$ cat src/memoryGamePkg.sv
// Shared types, colour constants and banner bounds for the colour-memory game RTL.
package memoryGamePkg;

    // Raster size of the portrait display.
    localparam int screenWidth  = 240;
    localparam int screenHeight = 320;

    // Raster coordinates.
    typedef logic [7:0] xPos_t;
    typedef logic [8:0] yPos_t;

    // One raster position.
    typedef struct packed {
        xPos_t x;
        yPos_t y;
    } pixelPos_t;

    // RGB565 pixel data.
    typedef logic [15:0] rgb565_t;

    // A pixel as it goes to the display driver.
    typedef struct packed {
        pixelPos_t pos;
        rgb565_t   data;
    } rgbPixel_t;

    // Four one-hot, active-high keys.
    typedef logic [3:0] keyPad_t;

    // What the screen shows.
    // The four game colours follow key bits 0 to 3.
    typedef enum logic [2:0] {
        screenBlack,
        screenGreen,
        screenRed,
        screenBlue,
        screenYellow,
        screenIntro,
        screenLevelWon,
        screenGameOver
    } screenCode_t;

    // Game FSM states.
    typedef enum logic [2:0] {
        stateIntro,
        stateSeqGen,
        stateMemorize,
        statePlay,
        stateKeyRelease,
        stateLevelWon,
        stateGameOver
    } gameState_t;

    // Game colours.
    localparam rgb565_t colourBlack  = 16'h0000;
    localparam rgb565_t colourGreen  = 16'h4DC4;
    localparam rgb565_t colourRed    = 16'hF920;
    localparam rgb565_t colourBlue   = 16'h24F7;
    localparam rgb565_t colourYellow = 16'hFDA0;

    // Solid fills for the intro (white) and level won (cyan) screens.
    localparam rgb565_t colourIntro = 16'hFFFF;
    localparam rgb565_t colourWon   = 16'h07FF;

    // Game-over banner, bounds inclusive.
    localparam xPos_t bannerLeft   = 8'd24;
    localparam xPos_t bannerRight  = 8'd218;
    localparam yPos_t bannerTop    = 9'd143;
    localparam yPos_t bannerBottom = 9'd178;

    // Score and active-low segment pattern, bit 0 is segment a.
    typedef logic [6:0] score_t;
    typedef logic [6:0] segPattern_t;

endpackage

$ cat src/gameController.sv
// Game FSM: filters the keys, builds and flashes the sequence, checks the replay, keeps score.
`timescale 1ns/1ps

module gameController #(
    parameter int flashCycles      = 25_000_000,
    parameter int initialSeqLength = 3,
    parameter int maxSeqLength     = 31
) (
    input  logic                       clock,
    input  logic                       resetApp,
    input  memoryGamePkg::keyPad_t     keysLow,
    output memoryGamePkg::screenCode_t screen,
    output memoryGamePkg::score_t      score,
    output logic                       showScore
);
    import memoryGamePkg::*;

    localparam int idxWidth   = $clog2(maxSeqLength + 1);
    localparam int flashWidth = $clog2(flashCycles + 1);

    keyPad_t               keysRaw;
    keyPad_t               key;
    logic [31:0]           freeCount;
    logic [1:0]            pick;
    keyPad_t               seqSlots [maxSeqLength];
    logic [idxWidth-1:0]   seqLength;
    logic [idxWidth-1:0]   seqIndex;
    logic                  lastEntry;
    logic [flashWidth-1:0] flashCount;
    logic                  phase;
    gameState_t            state;
    gameState_t            nextState;

    // Game colour shown for a one-hot key.
    function automatic screenCode_t keyToScreen(keyPad_t k);
        case (k)
            4'b0001: return screenGreen;
            4'b0010: return screenRed;
            4'b0100: return screenBlue;
            4'b1000: return screenYellow;
            default: return screenBlack;
        endcase
    endfunction

    // Screen shown when a state is entered from key release.
    function automatic screenCode_t entryScreen(gameState_t s);
        case (s)
            stateIntro:    return screenIntro;
            stateLevelWon: return screenLevelWon;
            stateGameOver: return screenGameOver;
            default:       return screenBlack;
        endcase
    endfunction

    // Keys are active low on the board.
    assign keysRaw = ~keysLow;

    // Only a single key counts, chords read as no key.
    assign key = ((keysRaw & (keysRaw - 1'b1)) == '0) ? keysRaw : '0;

    // Random pick from the free-running counter, shifted per entry.
    assign pick = 2'(freeCount >> seqIndex);

    assign lastEntry = (seqIndex == seqLength - 1'b1);

    // Free-running cycle counter.
    always_ff @(posedge clock or posedge resetApp) begin
        if (resetApp) begin
            freeCount <= '0;
        end else begin
            freeCount <= freeCount + 1'b1;
        end
    end

    // Sequence storage, one one-hot entry per cycle in seqGen.
    always_ff @(posedge clock) begin
        if (state == stateSeqGen) begin
            seqSlots[seqIndex] <= keyPad_t'(4'b0001 << pick);
        end
    end

    always_ff @(posedge clock or posedge resetApp) begin
        if (resetApp) begin
            state      <= stateIntro;
            nextState  <= stateIntro;
            screen     <= screenIntro;
            score      <= '0;
            showScore  <= 1'b0;
            seqLength  <= idxWidth'(initialSeqLength);
            seqIndex   <= '0;
            flashCount <= '0;
            phase      <= 1'b0;
        end else begin
            case (state)
                stateIntro: begin
                    // New game.
                    seqLength <= idxWidth'(initialSeqLength);
                    seqIndex  <= '0;
                    score     <= '0;
                    showScore <= 1'b0;
                    if (key != '0) begin
                        nextState <= stateSeqGen;
                        state     <= stateKeyRelease;
                    end
                end
                stateSeqGen: begin
                    if (lastEntry) begin
                        seqIndex   <= '0;
                        flashCount <= '0;
                        phase      <= 1'b0;
                        state      <= stateMemorize;
                    end else begin
                        seqIndex <= seqIndex + 1'b1;
                    end
                end
                stateMemorize: begin
                    // Black and colour alternate, each for flashCycles+1 cycles.
                    if (flashCount == flashWidth'(flashCycles)) begin
                        flashCount <= '0;
                        if (phase) begin
                            phase    <= 1'b0;
                            screen   <= screenBlack;
                            seqIndex <= seqIndex + 1'b1;
                        end else if (seqIndex == seqLength) begin
                            // Last black gap done, screen stays black.
                            seqIndex <= '0;
                            state    <= statePlay;
                        end else begin
                            phase  <= 1'b1;
                            screen <= keyToScreen(seqSlots[seqIndex]);
                        end
                    end else begin
                        flashCount <= flashCount + 1'b1;
                    end
                end
                statePlay: begin
                    if (key != '0) begin
                        screen <= keyToScreen(key);
                        state  <= stateKeyRelease;
                        if (key == seqSlots[seqIndex]) begin
                            // Saturate at the two-digit limit.
                            if (score != 7'd99) begin
                                score <= score + 1'b1;
                            end
                            if (lastEntry) begin
                                seqIndex  <= '0;
                                nextState <= stateLevelWon;
                                if (seqLength < idxWidth'(maxSeqLength)) begin
                                    seqLength <= seqLength + 1'b1;
                                end
                            end else begin
                                seqIndex  <= seqIndex + 1'b1;
                                nextState <= statePlay;
                            end
                        end else begin
                            nextState <= stateGameOver;
                        end
                    end
                end
                stateKeyRelease: begin
                    // Wait for all keys up, then enter the remembered state.
                    if (key == '0) begin
                        state  <= nextState;
                        screen <= entryScreen(nextState);
                    end
                end
                stateLevelWon: begin
                    showScore <= 1'b1;
                    if (key != '0) begin
                        nextState <= stateSeqGen;
                        state     <= stateKeyRelease;
                    end
                end
                stateGameOver: begin
                    showScore <= 1'b1;
                    if (key != '0) begin
                        nextState <= stateIntro;
                        state     <= stateKeyRelease;
                    end
                end
                default: begin
                    state <= stateIntro;
                end
            endcase
        end
    end

endmodule

$ cat src/memoryGame.sv
// Top level of the colour-memory game: sets the game parameters and wires the four blocks.
`timescale 1ns/1ps

module memoryGame #(
    parameter int flashCycles      = 25_000_000,
    parameter int initialSeqLength = 3,
    parameter int maxSeqLength     = 31
) (
    input  logic                       clock,
    input  logic                       resetApp,
    input  memoryGamePkg::keyPad_t     keysLow,
    input  logic                       pixelReady,
    output logic                       pixelWrite,
    output memoryGamePkg::rgbPixel_t   pixel,
    output memoryGamePkg::segPattern_t sevenSeg0,
    output memoryGamePkg::segPattern_t sevenSeg1
);
    import memoryGamePkg::*;

    screenCode_t screen;
    score_t      score;
    logic        showScore;
    pixelPos_t   pos;

    // Decides what is shown.
    gameController #(
        .flashCycles     (flashCycles),
        .initialSeqLength(initialSeqLength),
        .maxSeqLength    (maxSeqLength)
    ) gameController_i (
        .clock    (clock),
        .resetApp (resetApp),
        .keysLow  (keysLow),
        .screen   (screen),
        .score    (score),
        .showScore(showScore)
    );

    // Decides where the next pixel goes.
    rasterScan rasterScan_i (
        .clock     (clock),
        .resetApp  (resetApp),
        .pixelReady(pixelReady),
        .pos       (pos),
        .pixelWrite(pixelWrite)
    );

    pixelComposer pixelComposer_i (
        .clock   (clock),
        .resetApp(resetApp),
        .screen  (screen),
        .pos     (pos),
        .pixel   (pixel)
    );

    scoreDisplay scoreDisplay_i (
        .score    (score),
        .showScore(showScore),
        .sevenSeg0(sevenSeg0),
        .sevenSeg1(sevenSeg1)
    );

endmodule

$ cat src/pixelComposer.sv
// Pixel composer: maps the screen code and raster position to a registered RGB565 pixel.
`timescale 1ns/1ps

module pixelComposer (
    input  logic                       clock,
    input  logic                       resetApp,
    input  memoryGamePkg::screenCode_t screen,
    input  memoryGamePkg::pixelPos_t   pos,
    output memoryGamePkg::rgbPixel_t   pixel
);
    import memoryGamePkg::*;

    logic    inBanner;
    rgb565_t colour;

    // Game-over banner area.
    assign inBanner = (pos.x >= bannerLeft) && (pos.x <= bannerRight) &&
                      (pos.y >= bannerTop) && (pos.y <= bannerBottom);

    always_comb begin
        case (screen)
            screenBlack:    colour = colourBlack;
            screenGreen:    colour = colourGreen;
            screenRed:      colour = colourRed;
            screenBlue:     colour = colourBlue;
            screenYellow:   colour = colourYellow;
            screenIntro:    colour = colourIntro;
            screenLevelWon: colour = colourWon;
            // Red banner, black around it.
            screenGameOver: colour = inBanner ? colourRed : colourBlack;
            default:        colour = colourBlack;
        endcase
    end

    // Position and colour leave together, one cycle late.
    always_ff @(posedge clock or posedge resetApp) begin
        if (resetApp) begin
            pixel <= '0;
        end else begin
            pixel.pos  <= pos;
            pixel.data <= colour;
        end
    end

endmodule

$ cat src/rasterScan.sv
// Raster scan: walks column and row while the display driver is ready and drives the write strobe.
`timescale 1ns/1ps

module rasterScan (
    input  logic                     clock,
    input  logic                     resetApp,
    input  logic                     pixelReady,
    output memoryGamePkg::pixelPos_t pos,
    output logic                     pixelWrite
);
    import memoryGamePkg::*;

    logic colEnd;
    logic rowEnd;

    assign colEnd = (pos.x == xPos_t'(screenWidth - 1));
    assign rowEnd = (pos.y == yPos_t'(screenHeight - 1));

    // Position advances only while the driver is ready.
    always_ff @(posedge clock or posedge resetApp) begin
        if (resetApp) begin
            pos <= '0;
        end else if (pixelReady) begin
            if (colEnd) begin
                pos.x <= '0;
                // Row steps at the end of each line.
                if (rowEnd) begin
                    pos.y <= '0;
                end else begin
                    pos.y <= pos.y + 1'b1;
                end
            end else begin
                pos.x <= pos.x + 1'b1;
            end
        end
    end

    // Write strobe is held high from the first clock after reset.
    always_ff @(posedge clock or posedge resetApp) begin
        if (resetApp) begin
            pixelWrite <= 1'b0;
        end else begin
            pixelWrite <= 1'b1;
        end
    end

endmodule

$ cat src/scoreDisplay.sv
// Score display: splits the score into two decimal digits for active-low seven-segment outputs.
`timescale 1ns/1ps

module scoreDisplay (
    input  memoryGamePkg::score_t      score,
    input  logic                       showScore,
    output memoryGamePkg::segPattern_t sevenSeg0,
    output memoryGamePkg::segPattern_t sevenSeg1
);
    import memoryGamePkg::*;

    // All segments off.
    localparam segPattern_t segBlank = 7'h7F;

    logic [3:0] ones;
    logic [3:0] tens;

    // Active-low decode, bit 0 is segment a.
    function automatic segPattern_t segDecode(logic [3:0] digit);
        case (digit)
            4'd0:    return 7'h40;
            4'd1:    return 7'h79;
            4'd2:    return 7'h24;
            4'd3:    return 7'h30;
            4'd4:    return 7'h19;
            4'd5:    return 7'h12;
            4'd6:    return 7'h02;
            4'd7:    return 7'h78;
            4'd8:    return 7'h00;
            4'd9:    return 7'h10;
            default: return segBlank;
        endcase
    endfunction

    assign ones = 4'(score % 7'd10);
    assign tens = 4'(score / 7'd10);

    // Both digits blank when no score is shown.
    assign sevenSeg0 = showScore ? segDecode(ones) : segBlank;
    assign sevenSeg1 = showScore ? segDecode(tens) : segBlank;

endmodule

$ cat config.mk
export PLATFORM = sky130hd
export DESIGN_NAME = memoryGame
export DESIGN_NICKNAME = d
export VERILOG_FILES = /design/src/memoryGamePkg.sv /design/src/gameController.sv /design/src/memoryGame.sv /design/src/pixelComposer.sv /design/src/rasterScan.sv /design/src/scoreDisplay.sv
export SDC_FILE = /design/constraint.sdc
export NUM_CORES = 1
export LEC_CHECK = 0
export ABC_CLOCK_PERIOD_IN_PS = 4300
export BUFFER_PORTS_ARGS = -buffer_cell sky130_fd_sc_hd__buf_2
export CORE_ASPECT_RATIO = 0.5
export CORE_MARGIN = 2
export CORE_UTILIZATION = 55
export CTS_BUF_LIST = sky130_fd_sc_hd__clkbuf_4 sky130_fd_sc_hd__clkbuf_8
export DETAILED_ROUTE_END_ITERATION = 6
export HOLD_SLACK_MARGIN = 0.06
export PLACE_DENSITY = 0.72
export REMOVE_ABC_BUFFERS = 1
export SYNTH_ARGS = -nofsm -noshare
export SYNTH_HDL_FRONTEND = slang
export SYNTH_SLANG_ARGS = --single-unit
$ cat constraint.sdc
create_clock -name clock -period 4.3 [get_ports clock]
set_input_delay 0.43 -clock clock [delete_from_list [all_inputs] [get_ports clock]]
set_output_delay 0.43 -clock clock [all_outputs]
set_load 0.01 [all_outputs]
**Yosys cells after proc, flatten, opt, wreduce, memory -nomap -nowiden**

Memories as Yosys holds them, arrays and structs flattened.
Index checks and enable logic that the tools add are counted.

- Add/sub/neg operators: 9
- $mul: 0
- Divide/modulo/power cells: 2
- $lt $le $gt $ge: 5
- Equality and inequality tests: 45
- Shifts and indexed selects: 2
- Multiplexer cells: 56
- Bitwise gates (word level): 2
- Reduce and logical (&&, ||, !) cells: 27

Operators by type and width:

| kind | number |
|---|---|
| 16-bit case mux with 8 select lines | 1 |
| 25-bit two-way mux | 2 |
| 5-bit two-way mux | 10 |
| 25-bit case mux with 2 select lines | 1 |
| 3-bit two-way mux | 16 |
| 3-bit case mux with 4 select lines | 3 |
| 7-bit two-way mux | 5 |
| 32-bit by 1-bit adder with 32-bit output (second input constant) | 1 |
| 32-bit by 5-bit >> shifter with 2-bit output | 1 |
| 3-bit equality test (second input constant) | 9 |
| 3-bit case mux with 3 select lines | 3 |
| 25-bit by 1-bit adder with 25-bit output (second input constant) | 1 |
| 25-bit equality test (second input constant) | 1 |
| 2-bit by 1-bit != test with 1-bit output (second input constant) | 12 |
| 5-bit case mux with 4 select lines | 1 |
| 16-bit two-way mux | 1 |
| 5-bit AND reduction | 3 |
| 7-bit case mux with 2 select lines | 1 |
| 3-bit by 2-bit equality test with 1-bit output (second input constant) | 4 |
| 5-bit by 1-bit adder with 5-bit output (second input constant) | 2 |
| 5-bit equality test | 2 |
| 5-bit case mux with 2 select lines | 1 |
| 9-bit by 1-bit adder with 9-bit output (second input constant) | 1 |
| 9-bit equality test (second input constant) | 1 |
| 42 further kinds | 65 |

- Bits in registers: 136
- Bits in latches: 0
- Memory bits (writable): 124
- Memory bits (read-only): 224
- Bits of input ports: 7
- Output and inout bits: 48
- Word-level logic and storage cells: 167
- Memories kept: 3

Memory list:

| name | words | bits a word | read ports | clocked after memory_dff | write ports | RTL line | source |
|---|---|---|---|---|---|---|---|
| gameController_i.seqSlots | 31 | 4 | 1 | 0 | 1 | gameController.sv:25 | `keyPad_t seqSlots [maxSeqLength];` |
| (no name shown) | 16 | 7 | 1 | 0 | 0 | scoreDisplay.sv:20 | `case (digit)` |
| (no name shown) | 16 | 7 | 1 | 0 | 0 | scoreDisplay.sv:20 |  |

**Longest topological paths before layout**

Gate-level depths: netlist of the first run.

- Word-level depth: 9
- Gate-level depth with buffers: 15
- Mapped depth without buffers: 14

**Hierarchy**

A second synthesis of the first run with hierarchy kept.

- Cell total of the unflattened synthesis: 1170
- Area total of the unflattened synthesis: 13345.3 sq um

Modules (own cells, without submodules):

| module | times used | cells each | area an instance (sq um) | sequential area each (sq um) |
|---|---|---|---|---|
| gameController | 1 | 879 | 10467.5 | 5855.6 |
| scoreDisplay | 1 | 135 | 978.4 | 0.0 |
| pixelComposer | 1 | 67 | 960.9 | 650.6 |
| rasterScan | 1 | 89 | 938.4 | 450.4 |

**Worst setup path before layout of the first run**

Ideal clock, no wire load.

- Path kind: register -> register
- From: register gameController_i.seqIndex[1]
- To: memory gameController_i.seqSlots[0][0] (netlist name), data pin
- Library setup time: 346 ps
- Data arrival time: 3113 ps
- Required time: 3954 ps
- Slack: 841 ps
- Stages on the path, launching flop included: 11
- Path buffers: 5
- Period minus slack after synthesis: 3459 ps
- Cells stage by stage: dfrtp_1 -> buf_6 -> buf_6 -> buf_4 -> buf_2 -> buf_1 -> mux4_2 -> a211oi_1 -> o21ai_0 -> a21o_1 -> nor2_1

- Longest elaborated chain between the ends: 2

RTL lines:

| item | RTL line | source |
|---|---|---|
| from (decl) | gameController.sv:27 | `logic [idxWidth-1:0] seqIndex;` |
| from (signal assigned) | gameController.sv:113 | `seqIndex <= seqIndex + 1'b1;` |
| from (signal assigned) | gameController.sv:123 | `seqIndex <= seqIndex + 1'b1;` |
| from (signal assigned) | gameController.sv:152 | `seqIndex <= seqIndex + 1'b1;` |
| 32-bit by 5-bit >> shifter with 2-bit output | gameController.sv:62 | `assign pick = 2'(freeCount >> seqIndex);` |
| 1-bit by 2-bit << shifter with 4-bit output | gameController.sv:78 | `seqSlots[seqIndex] <= keyPad_t'(4'b0001 << pick);` |
| to (decl) | gameController.sv:25 |  |

Every way passes these cells.

**Worst setup path after layout of the first run**

- From: register gameController_i.score[3]
- To: output sevenSeg0[4]

- Longest elaborated chain between the ends: 3

RTL lines:

| item | RTL line | source |
|---|---|---|
| from (decl) | gameController.sv:13 | `output memoryGamePkg::score_t score,` |
| from (signal assigned) | gameController.sv:143 | `score <= score + 1'b1;` |
| 7-bit by 4-bit remainder unit with 7-bit output | scoreDisplay.sv:35 | `assign ones = 4'(score % 7'd10);` |
| memory read 16 x 7 bit | n/a |  |
| 7-bit two-way mux | scoreDisplay.sv:39 | `assign sevenSeg0 = showScore ? segDecode(ones) : segBlank;` |
| to (decl) | memoryGame.sv:15 | `output memoryGamePkg::segPattern_t sevenSeg0,` |

Every way passes these cells.

==> results of run 1 <==
-- per-layer routing --
metal,up-vias,global-route usage (%),wire length (um)
met2,285,37.0,13600
met3,36,4.48,1640
met4,0,6.98,450
met5,-,0,0
met1,4632,31.8,12900
li1,4335,-,-
-- synthesized netlist by cell type, drive strengths merged, types with 5 or more instances --
cell type | n | share of area (%)
a211oi | 14 | 0.85
a21oi | 28 | 1.1
a31oi | 12 | 0.58
and2 | 12 | 0.58
and3 | 23 | 1.1
and4 | 5 | 0.34
buf | 34 | 1.9
clkbuf | 26 | 0.75
dfrtp | 125 | 24
edfxtp | 124 | 29
ha | 27 | 2.6
inv | 33 | 0.95
mux2 | 9 | 0.78
mux2i | 39 | 3.0
mux4 | 29 | 5.1
nand2 | 93 | 2.7
nand2b | 8 | 0.39
nand3 | 42 | 1.6
nand4 | 17 | 0.92
nor2 | 98 | 2.9
nor2b | 20 | 0.96
nor3 | 24 | 0.93
nor3b | 9 | 0.52
nor4 | 8 | 0.39
o211ai | 7 | 0.40
o21a | 5 | 0.29
o21ai | 76 | 2.9
o22ai | 8 | 0.39
o31ai | 17 | 0.98
o41ai | 10 | 0.73
or3 | 5 | 0.24
or4 | 7 | 0.40
xnor2 | 37 | 2.5
xor2 | 27 | 1.8
-- cell families (layout without fill, tap and decap cells) --
family	count (synthesis)	in the layout	share of synthesized area (%)
other	1	1	0.0289
buffers and inverters	94	187	3.67
adder cells (fa/ha/maj)	27	27	2.60
AND/OR/NAND/NOR	392	392	15.3
AO/OA/AOI/OAI	221	221	11.4
multiplexers	77	77	8.87
XOR/XNOR	65	65	4.49
flip-flops	253	253	53.6
-- metrics by stage --
stage	hold WS [ps]	power (mW)
after floorplan	375	4.10
after detailed placement	398	4.65
after global placement	394	4.60
final	242	6.66
after CTS	213	6.70
after global routing	226	7.01
-- final cells by class --
type	count	share of cell area, %
clock buffer	58	4.90
clock inverter	10	0.574
inverter	34	0.905
multi-input combinational	783	38.8
sequential	253	48.4
tap	307	2.67
timing repair buffer	85	3.76
-- state kept, by name, indices dropped and copies added (netlist names) --
signal	flops
gameController_i.seqSlots	124
gameController_i.freeCount	32
pixelComposer_i.pixel	26
gameController_i.flashCount	25
rasterScan_i.pos	17
gameController_i.score	7
gameController_i.seqIndex	5
gameController_i.seqLength	5
gameController_i.nextState	3
gameController_i.screen	3
gameController_i.state	3
gameController_i.phase	1
gameController_i.showScore	1
rasterScan_i.pixelWrite	1
-- critical path: cells and delay by family (launching register included) --
| family | cells | cell delay [ps] |
|---|---|---|
| fa+ha+maj | 2 | 480 |
| mux | 2 | 390 |
| buf+inv | 4 | 450 |
| xor+xnor | 1 | 170 |
| compound gates | 3 | 420 |
| simple gates | 3 | 770 |
| flops | 1 | 450 |
-- placed cells by master, fill, tap and decap left out, drive strengths merged, types with 7 or more instances in the layout --
cell    count
and2       12
nand2      93
clkinv      8
or4         7
edfxtp    124
nand3      42
a21oi      28
xor2       27
nor4        8
and3       23
inv        35
a31oi      12
mux4       29
ha         27
mux2i      39
o21ai      76
clkbuf     59
a211oi     14
o31ai      17
nor3       24
nor3b       9
nand2b      8
o22ai       8
dfrtp     125
o41ai      10
o211ai      7
xnor2      37
mux2        9
nor2b      20
nand4      17
buf        83
nor2       98
-- power by group through the flow --
stage	Combinational (mW)	Clock (mW)	Sequential, mW
floorplan	0.994	0	3.10
global placement	1.56	0	3.04
detailed placement	1.60	0	3.05
CTS	1.61	2.08	3.01
global route	1.78	2.19	3.04
finish	1.62	2.04	3.01
-- repair_timing --
| action | 4_1_cts | 5_1_grt |
|---|---|---|
| hold buffers | 1 | 0 |
| pin swaps | 2 | 3 |
| resized for setup | 1 | 6 |
| setup buffers | 1 | 10 |
| endpoints found under the hold margin | 48 | 0 |
| setup endpoints to repair | 5 | 8 |
-- worst min path at each step --
stage	to	slack [ps]	cells past startpoint
after global placement	pixelComposer_i.pixel[23]$_DFF_PP0_	390	0
after global routing	rasterScan_i.pos[10]$_DFFE_PP0P_	230	2
after CTS	rasterScan_i.pos[10]$_DFFE_PP0P_	210	2
after floorplan	pixelComposer_i.pixel[23]$_DFF_PP0_	370	0
after detailed placement	pixelComposer_i.pixel[23]$_DFF_PP0_	400	0
final	rasterScan_i.pos[9]$_DFFE_PP0P_	240	2
==> results.cfg, run 1 <==
[clock_tree]
clock_latency_ps = 530
clock-sinks = 253
h-tree-depth = 2
clockBufferDepth = 3
cts_buffers = 38
path_clk_slew_ps = 70
cts_tree = yes
cts_root_buf = clkbuf_8

[synthesis]
synth.distinct_cells = 86
syn_area_um2 = 13000
syn_inst = 1130
asyncSetResetFlopFracSynth_pct = 51.0
yosysSeqAreaShare_pct = 53.6
yosysWarningCount = 0
synth_ff_type = dfrtp_1
synth.ff_latch_count = 253
synth_edf_count = 124
syn_avg_cell_area_um2 = 11.5

[layout]
seq_area_um2 = 6960
areaGrowthSynthToFinish_pct = 10.8
multi_input_area_um2 = 5580
layout-drive-gt1-share_pct = 17.7
fillers = 1755
design_area_um2 = 14400
nets = 1229
final_util_pct = 62.6
antenna_cells = 0
fin_cells = 1530

[global_route]
grt_pass1_wl_um = 46300
gr-total-overflow = 0
grt_pass1_vias = 9021
grtUsageTotal_pct = 22.9
grt_start_max_net_pins = 55
grt_antenna_before_repair = 0

[sta]
tightest_slew_ps = 1110
finalCriticalPeriod_ps = 4090
final.setup_skew_ps = 17.4
max_slew_margin_pct = 25.2
hold_viol = 0
slew_violations = 0
fmax_mhz = 244
fin_crit_sh_pct = 95.2
setup_viol = 0
setup_slack_ps = 207
tns_ps = 0

[placement]
placed_cell_area_um2 = 13500
place_ws_ps = 385
gp_congestion = 0.855
hpwl_um = 18900
portBuffers = 54
dp.cells = 1450

[detailed_routing]
dr.pass1.iters = 5
avgRoutedWirePerCell_um = 18.7
vias = 9288
totalWireLength_um = 28600
drt_iter0_drc = 852
vias_per_cell = 6.07
final_antenna_net_count = 0
drc = 0

[setup_path]
cp-startpoint = gameController_i.score[3]$_DFFE_PP0P_
crit_path_cell_trace = or4b_1 -> o211ai_1 -> o41ai_2 -> inv_2 -> xnor2_1 -> ha_2 -> inv_1 -> nand2_1 -> mux2i_1 -> nor2_2 -> inv_1 -> ha_1 -> mux2_1 -> a31oi_1 -> buf_2
critPathCapture = sevenSeg0[4]
rr_worst_depth = 8
rr_endpoint = gameController_i.seqLength[2]$_DFFE_PP0P_
crit_type = reg2out
r2r_slack_ps = 440
critPathRequiredTime_ps = 3870
critPathSlowestCell = or4b_1
worstSetupEndpointType = output port
critPathMaxFanout = 7
crit_arrival_ps = 3660
slowest_delay_ps = 550
rr_startpoint = gameController_i.seqIndex[4]$_DFFE_PP0P_
critPathMostFrequentCell = inv_1
cp-start-kind = flop

[job]
max-cap-violations = 0

[die]
die_area_um2 = 24900
core_um2 = 23000
die_h_um = 113
row_count = 39
num_io_pins = 55
die_w_um = 221
start_util_pct = 56.5

[power_and_ir_drop]
p_leak_nw = 5.58
p_int_mw = 4.53
pwr-share-seq_pct = 45.1
netSwitchingPower_mw = 2.14
ir_drop_mv = 0.288
clock_power_share_pct = 30.6
p_comb_share_pct = 24.3
switching_share_pct = 32.1
power_density_nw_per_um2 = 463

[hold_path]
hp-class = in2reg
hold_start = pixelReady

[outcome]
status = complete, no violations
Note: power is estimated with default switching activity, not from simulation.
==> run 2, diff against run 1 <==
--- a/config.mk
+++ b/config.mk
@@ -5,6 +5,7 @@
 export SDC_FILE = /design/constraint.sdc
 export NUM_CORES = 1
 export LEC_CHECK = 0
+export ABC_AREA = 1
 export ABC_CLOCK_PERIOD_IN_PS = 4300
 export BUFFER_PORTS_ARGS = -buffer_cell sky130_fd_sc_hd__buf_2
 export CORE_ASPECT_RATIO = 0.5
==> run 2 against run 1 <==
Compared with the run above: flip-flop and latch count unchanged; combinational power is 31% higher; global-route usage up 1.7 points; utilization decreased by 0.17 points; via count up 13%.
==> results.cfg, run 2 <==
[setup_path]
worstSetupEndpointType = output port
critPathMaxFanout = 8
crit_arrival_ps = 3530
cp-start-kind = flop
critPathRequiredTime_ps = 3870
r2r_slack_ps = 970
crit_type = reg2out

[synthesis]
yosysWarningCount = 0
synth_edf_count = 124
synth_commonest_cells = nand2_1 (269), nor2_1 (177), inv_1 (169)
asyncSetResetFlopFracSynth_pct = 51.0
syn_area_um2 = 13100
syn_inst = 1454
syn_avg_cell_area_um2 = 8.99
synth.ff_latch_count = 253
synth.distinct_cells = 54
synth_area_leader_cell = edfxtp_1
synth_top_area_share_pct = 28.5
synth_ff_type = dfrtp_1
yosysSeqAreaShare_pct = 53.2
yosysMostFrequentCell = nand2_1
ys_top_cells_by_area = edfxtp_1 (28%), dfrtp_1 (24%), nand2_1 (7.7%)

[layout]
largest_reg_flops = 124
top_register = gameController_i.seqSlots
fillers = 1899
final_common_cell = nand2_1
layout-drive-gt1-share_pct = 12.1
layout_common_cells = nand2_1 (269), nor2_1 (177), inv_1 (168)
fin_cells = 1852
nets = 1550
areaGrowthSynthToFinish_pct = 10.2
antenna_cells = 0
largestRegisters = gameController_i.seqSlots: 124 flops, gameController_i.freeCount: 32 flops, pixelComposer_i.pixel: 26 flops

[die]
num_io_pins = 55
die_w_um = 222
die_area_um2 = 25100
die_h_um = 113
start_util_pct = 56.6
row_count = 39
core_um2 = 23100

[clock_tree]
cts_root_buf = clkbuf_8
cts_buffers = 37
h-tree-depth = 2
clock-sinks = 253
path_clk_slew_ps = 60
cts_tree = yes
clock_latency_ps = 550
clockBufferDepth = 3

[detailed_routing]
avgRoutedWirePerCell_um = 16.6
drc = 0
drt_iter0_drc = 1175
vias_per_cell = 5.65
dr.pass1.iters = 6
vias = 10500
totalWireLength_um = 30700
final_antenna_net_count = 0

[power_and_ir_drop]
p_leak_nw = 6.16
total_power_mw = 7.34
ir_drop_mv = 0.238
power_density_nw_per_um2 = 510

[sta]
fmax_mhz = 253
final.setup_skew_ps = 26.4
slew_violations = 0
max_slew_margin_pct = 36.4
setup_viol = 0
tightest_slew_ps = 951
fin_crit_sh_pct = 92.1
hold_viol = 0
grt_setup_unrepaired = false
finalCriticalPeriod_ps = 3960
tns_ps = 0

[outcome]
status = complete, no violations

[placement]
hpwl_um = 20800
gp_congestion = 0.886
dp.cells = 1783
portBuffers = 54

[global_route]
grt_start_max_net_pins = 64
grt_pass1_vias = 10100
gr-total-overflow = 0
grt_pass1_wl_um = 50000
grtUsageTotal_pct = 24.6
grt_antenna_before_repair = 0

[hold_path]
hp-class = in2reg

[job]
max-cap-violations = 0
[run 2: changes by cell type in the layout (fill, tap and decap cells not counted), moves of 27 or more]
| cell | delta |
|---|---|
| nor2_1 | +81 |
| xnor2_1 | -29 |
| nand4_1 | +32 |
| nand2_1 | +176 |
| inv_1 | +140 |
| o21ai_0 | +51 |
| mux2i_1 | -39 |
| mux4_2 | -27 |
[run 2: critical path, stage by stage, from the launching register on]
cell and delay [ps]:
dfrtp_2 460, inv_1 120, nand3_2 120, nand3_2 110, nand2_2 80, nand2_2 130, nand2_1 70, nand2_1 90
inv_2 40, nand2_2 110, nand2_4 80, nand2_1 80, nand2_1 60, inv_2 60, ha_1 130, inv_1 70
nand3_4 120, nand3_4 130, nand2_1 90, nand2_1 90, ha_1 290, inv_1 50, nand3_1 100, nand3_1 100
nand3_1 60, buf_2 150
[run 2: timing repair]
| action | in CTS | in global routing |
|---|---|---|
| resized for setup | 0 | 4 |
| hold endpoints to repair | 20 | 0 |
| setup buffers | 0 | 0 |
| setup endpoints to repair | 0 | 6 |
| hold buffers | 1 | 0 |
[run 2: metal layers]
layer / share of wire [%] / vias to the layer above / global-route usage [%]
met5: 0 / - / 0
met4: 1.1 / 0 / 5.68
met3: 6.2 / 32 / 5.01
met2: 46 / 342 / 40.3
met1: 47 / 5037 / 34.3
li1: - / 5053 / -
[run 2: cells by family after synthesis]
| kind of cell | share of synthesized area, % |
|---|---|
| muxes | 0.0861 |
| adders and majority gates | 2.58 |
| xor gates and xnor gates | 3.41 |
| and+or+nand+nor | 22.2 |
| AOI/OAI and AO/OA | 11.2 |
| other | 0.0287 |
| buffers and inverters | 7.28 |
| DFF | 53.2 |
[run 2: power by group]
part	switching [mW]	internal, mW	total (mW)	leakage [nW]
clock network	0.953	1.14	2.09	0.416
registers	0.184	2.94	3.13	2.78
logic	1.46	0.666	2.12	2.96
total	2.59	4.75	7.34	6.16
[run 2: layout make-up]
| cell class | count | area [um^2] | share of cell area, % |
|---|---|---|---|
| Multi-Input combinational cell | 973 | 5180 | 36.0 |
| Sequential cell | 253 | 6960 | 48.3 |
| Clock inverter | 13 | 120 | 0.834 |
| Inverter | 182 | 686 | 4.76 |
| Clock buffer | 55 | 676 | 4.69 |
| Tap cell | 307 | 384 | 2.67 |
| Timing Repair Buffer | 69 | 398 | 2.76 |
[run 2: metrics by stage]
stage / worst slack [ps] / cell area [um^2] / hold WS (ps) / util, %
3_3_place_gp: 967 / 13600 / 383 / 58.8
2_1_floorplan: 436 / 12800 / 354 / -
5_1_grt: 23.4 / 14400 / 220 / 62.4
4_1_cts: 195 / 14400 / 185 / 62.3
3_5_place_dp: 781 / 13600 / 377 / 58.8
6_report: 341 / 14400 / 210 / 62.4
[run 2: final timing paths]
| path | start | to | cells past startpoint |
|---|---|---|---|
| max | gameController_i.score[4]$_DFFE_PP0P_ | sevenSeg0[3] | 25 |
| min | pixelReady | rasterScan_i.pos[9]$_DFFE_PP0P_ | 2 |
| max reg2reg | gameController_i.seqIndex[1]$_DFFE_PP0P_ | gameController_i.seqIndex[1]$_DFFE_PP0P_ | 17 |
| min reg2reg | rasterScan_i.pos[8]$_DFFE_PP0P_ | pixelComposer_i.pixel[24]$_DFF_PP0_ | 0 |
| max in group asynchronous | resetApp | rasterScan_i.pixelWrite$_DFF_PP0_ | 4 |
| min in group asynchronous | resetApp | gameController_i.freeCount[6]$_DFF_PP0_ | 3 |
==> run 3, diff against run 2 <==
--- a/config.mk
+++ b/config.mk
@@ -11,7 +11,8 @@
 export CORE_ASPECT_RATIO = 0.5
 export CORE_MARGIN = 2
 export CORE_UTILIZATION = 55
-export CTS_BUF_LIST = sky130_fd_sc_hd__clkbuf_4 sky130_fd_sc_hd__clkbuf_8
+export CTS_BUF_LIST = sky130_fd_sc_hd__clkbuf_8 sky130_fd_sc_hd__clkbuf_16
+export CTS_CLUSTER_SIZE = 8
 export DETAILED_ROUTE_END_ITERATION = 6
 export HOLD_SLACK_MARGIN = 0.06
 export PLACE_DENSITY = 0.72
==> run 3 against run 2 <==
Compared with the run above: flip-flop and latch count stayed put; die area is the same; sequential share of layout area fell by 0.70 points; critical path type unchanged; critical endpoint unchanged; highest routed layer unchanged.
==> results.cfg, run 3 (synthesis gave the netlist of run 2 again) <==
[die]
start_util_pct = 56.6
num_io_pins = 55
die_area_um2 = 25100
core_um2 = 23100
die_h_um = 113
die_w_um = 222
row_count = 39

[sta]
tns_ps = 0
final.setup_skew_ps = 19.4
holdWs_ps = 59.0
setup_viol = 0
hold_viol = 0
fmax_mhz = 254
grt_setup_unrepaired = false
fin_crit_sh_pct = 91.6
max_slew_margin_pct = 38.9
finalCriticalPeriod_ps = 3940
slew_violations = 0
tightest_slew_ps = 915

[detailed_routing]
drt_iter0_drc = 1304
avgRoutedWirePerCell_um = 16.9
vias = 10500
final_antenna_net_count = 0
totalWireLength_um = 31000
vias_per_cell = 5.74
drc = 0
dr.pass1.iters = 5

[clock_tree]
cts_root_buf = clkbuf_16
clock_latency_ps = 540
clock-sinks = 253
h-tree-depth = 2
post_cts_buffers = 0
path_clk_slew_ps = 50
cts_buffers = 37
clockBufferDepth = 3
cts_tree = yes

[setup_path]
critPathSlowestCell = dfrtp_2
worstSetupEndpointType = output port
crit_type = reg2out
critPathRequiredTime_ps = 3870
path_buf_inv = 6
critPathMostFrequentCell = nand2_1
crit_arrival_ps = 3510
cp-start-kind = flop
path_delay_family = simple AND/OR/NAND/NOR gates
r2r_slack_ps = 990
critPathMaxFanout = 8
slowest_delay_ps = 450

[global_route]
grt_pass1_wl_um = 51000
grt_start_max_net_pins = 64
gr-total-overflow = 0
grtUsageTotal_pct = 25.2
grt_antenna_before_repair = 0
grt_pass1_vias = 10200

[placement]
placed_cell_area_um2 = 13600
portBuffers = 54
gp_congestion = 0.886
hpwl_um = 20800

[power_and_ir_drop]
ir_drop_mv = 0.329
total_power_mw = 7.83
power_density_nw_per_um2 = 536
p_leak_nw = 6.29

[layout]
layout-drive-gt1-share_pct = 10.8
largestRegisters = gameController_i.seqSlots: 124 flops, gameController_i.freeCount: 32 flops, pixelComposer_i.pixel: 26 flops
top_register = gameController_i.seqSlots
antenna_cells = 0
largest_reg_flops = 124
areaGrowthSynthToFinish_pct = 11.8
design_area_um2 = 14600
fillers = 1863
final_common_cell = nand2_1
layout_common_cells = nand2_1 (269), inv_1 (181), nor2_1 (177)
nets = 1549

[outcome]
status = complete, no violations

[job]
max-cap-violations = 0

[hold_path]
hp-class = in2async
[run 3: cell count changes in the layout (fill, tap and decap cells not counted), sizes merged]
| cell | before | now |
|---|---|---|
| clkbuf | 55 | 37 |
| inv | 181 | 196 |
| clkinv | 10 | 3 |
| bufinv | 2 | 0 |
| clkinvlp | 2 | 0 |
| dlygate4sd3 | 1 | 0 |
[run 3: what timing repair did]
item | CTS | global route
gates resized for setup | 0 | 4
hold buffers | 0 | 0
setup endpoints to repair | 0 | 6
[run 3: worst paths after layout]
check,start,end,cells after the start
setup / recovery,gameController_i.score[4]$_DFFE_PP0P_,sevenSeg0[3],25
max in group asynchronous,resetApp,gameController_i.freeCount[18]$_DFF_PP0_,3
hold reg to reg,rasterScan_i.pos[8]$_DFFE_PP0P_,pixelComposer_i.pixel[24]$_DFF_PP0_,0
hold / removal,resetApp,gameController_i.state[1]$_DFFE_PP0P_,2
setup reg to reg,gameController_i.seqIndex[0]$_DFFE_PP0P_,gameController_i.seqSlots[23][0]$_DFFE_PP_,9
min in group clock,pixelReady,rasterScan_i.pos[9]$_DFFE_PP0P_,2
[run 3: per-stage QoR]
stage / setup slack (ps) / std cells / utilization (%)
2_1_floorplan: 436 / 1408 / -
3_3_place_gp: 967 / 1783 / 58.8
3_5_place_dp: 781 / 1783 / 58.8
4_1_cts: 209 / 1837 / 63.2
5_1_grt: 42.0 / 1837 / 63.3
6_report: 363 / 1837 / 63.3
[run 3: cell type report]
cell class | instances | area [um^2] | share of cell area (%)
Sequential cell | 253 | 6960 | 47.6
Multi-Input combinational cell | 973 | 5180 | 35.5
Clock buffer | 37 | 926 | 6.34
Inverter | 182 | 686 | 4.69
Timing Repair Buffer | 68 | 388 | 2.65
Tap cell | 307 | 384 | 2.63
Clock inverter | 17 | 91.3 | 0.625
[run 3: metal layers]
layer  track usage [%]  part of all wire [%]  vias up
li1                  -                     -     5055
met1              34.7                    45     5098
met2              41.5                    47      350
met3              4.67                   6.5       42
met4              7.25                   1.6        0
met5                 0                     0        -
[run 3: where the power goes]
group          switching, mW  internal [mW]
Clock                   1.03           1.54
Sequential             0.186           2.95
Combinational           1.46          0.666
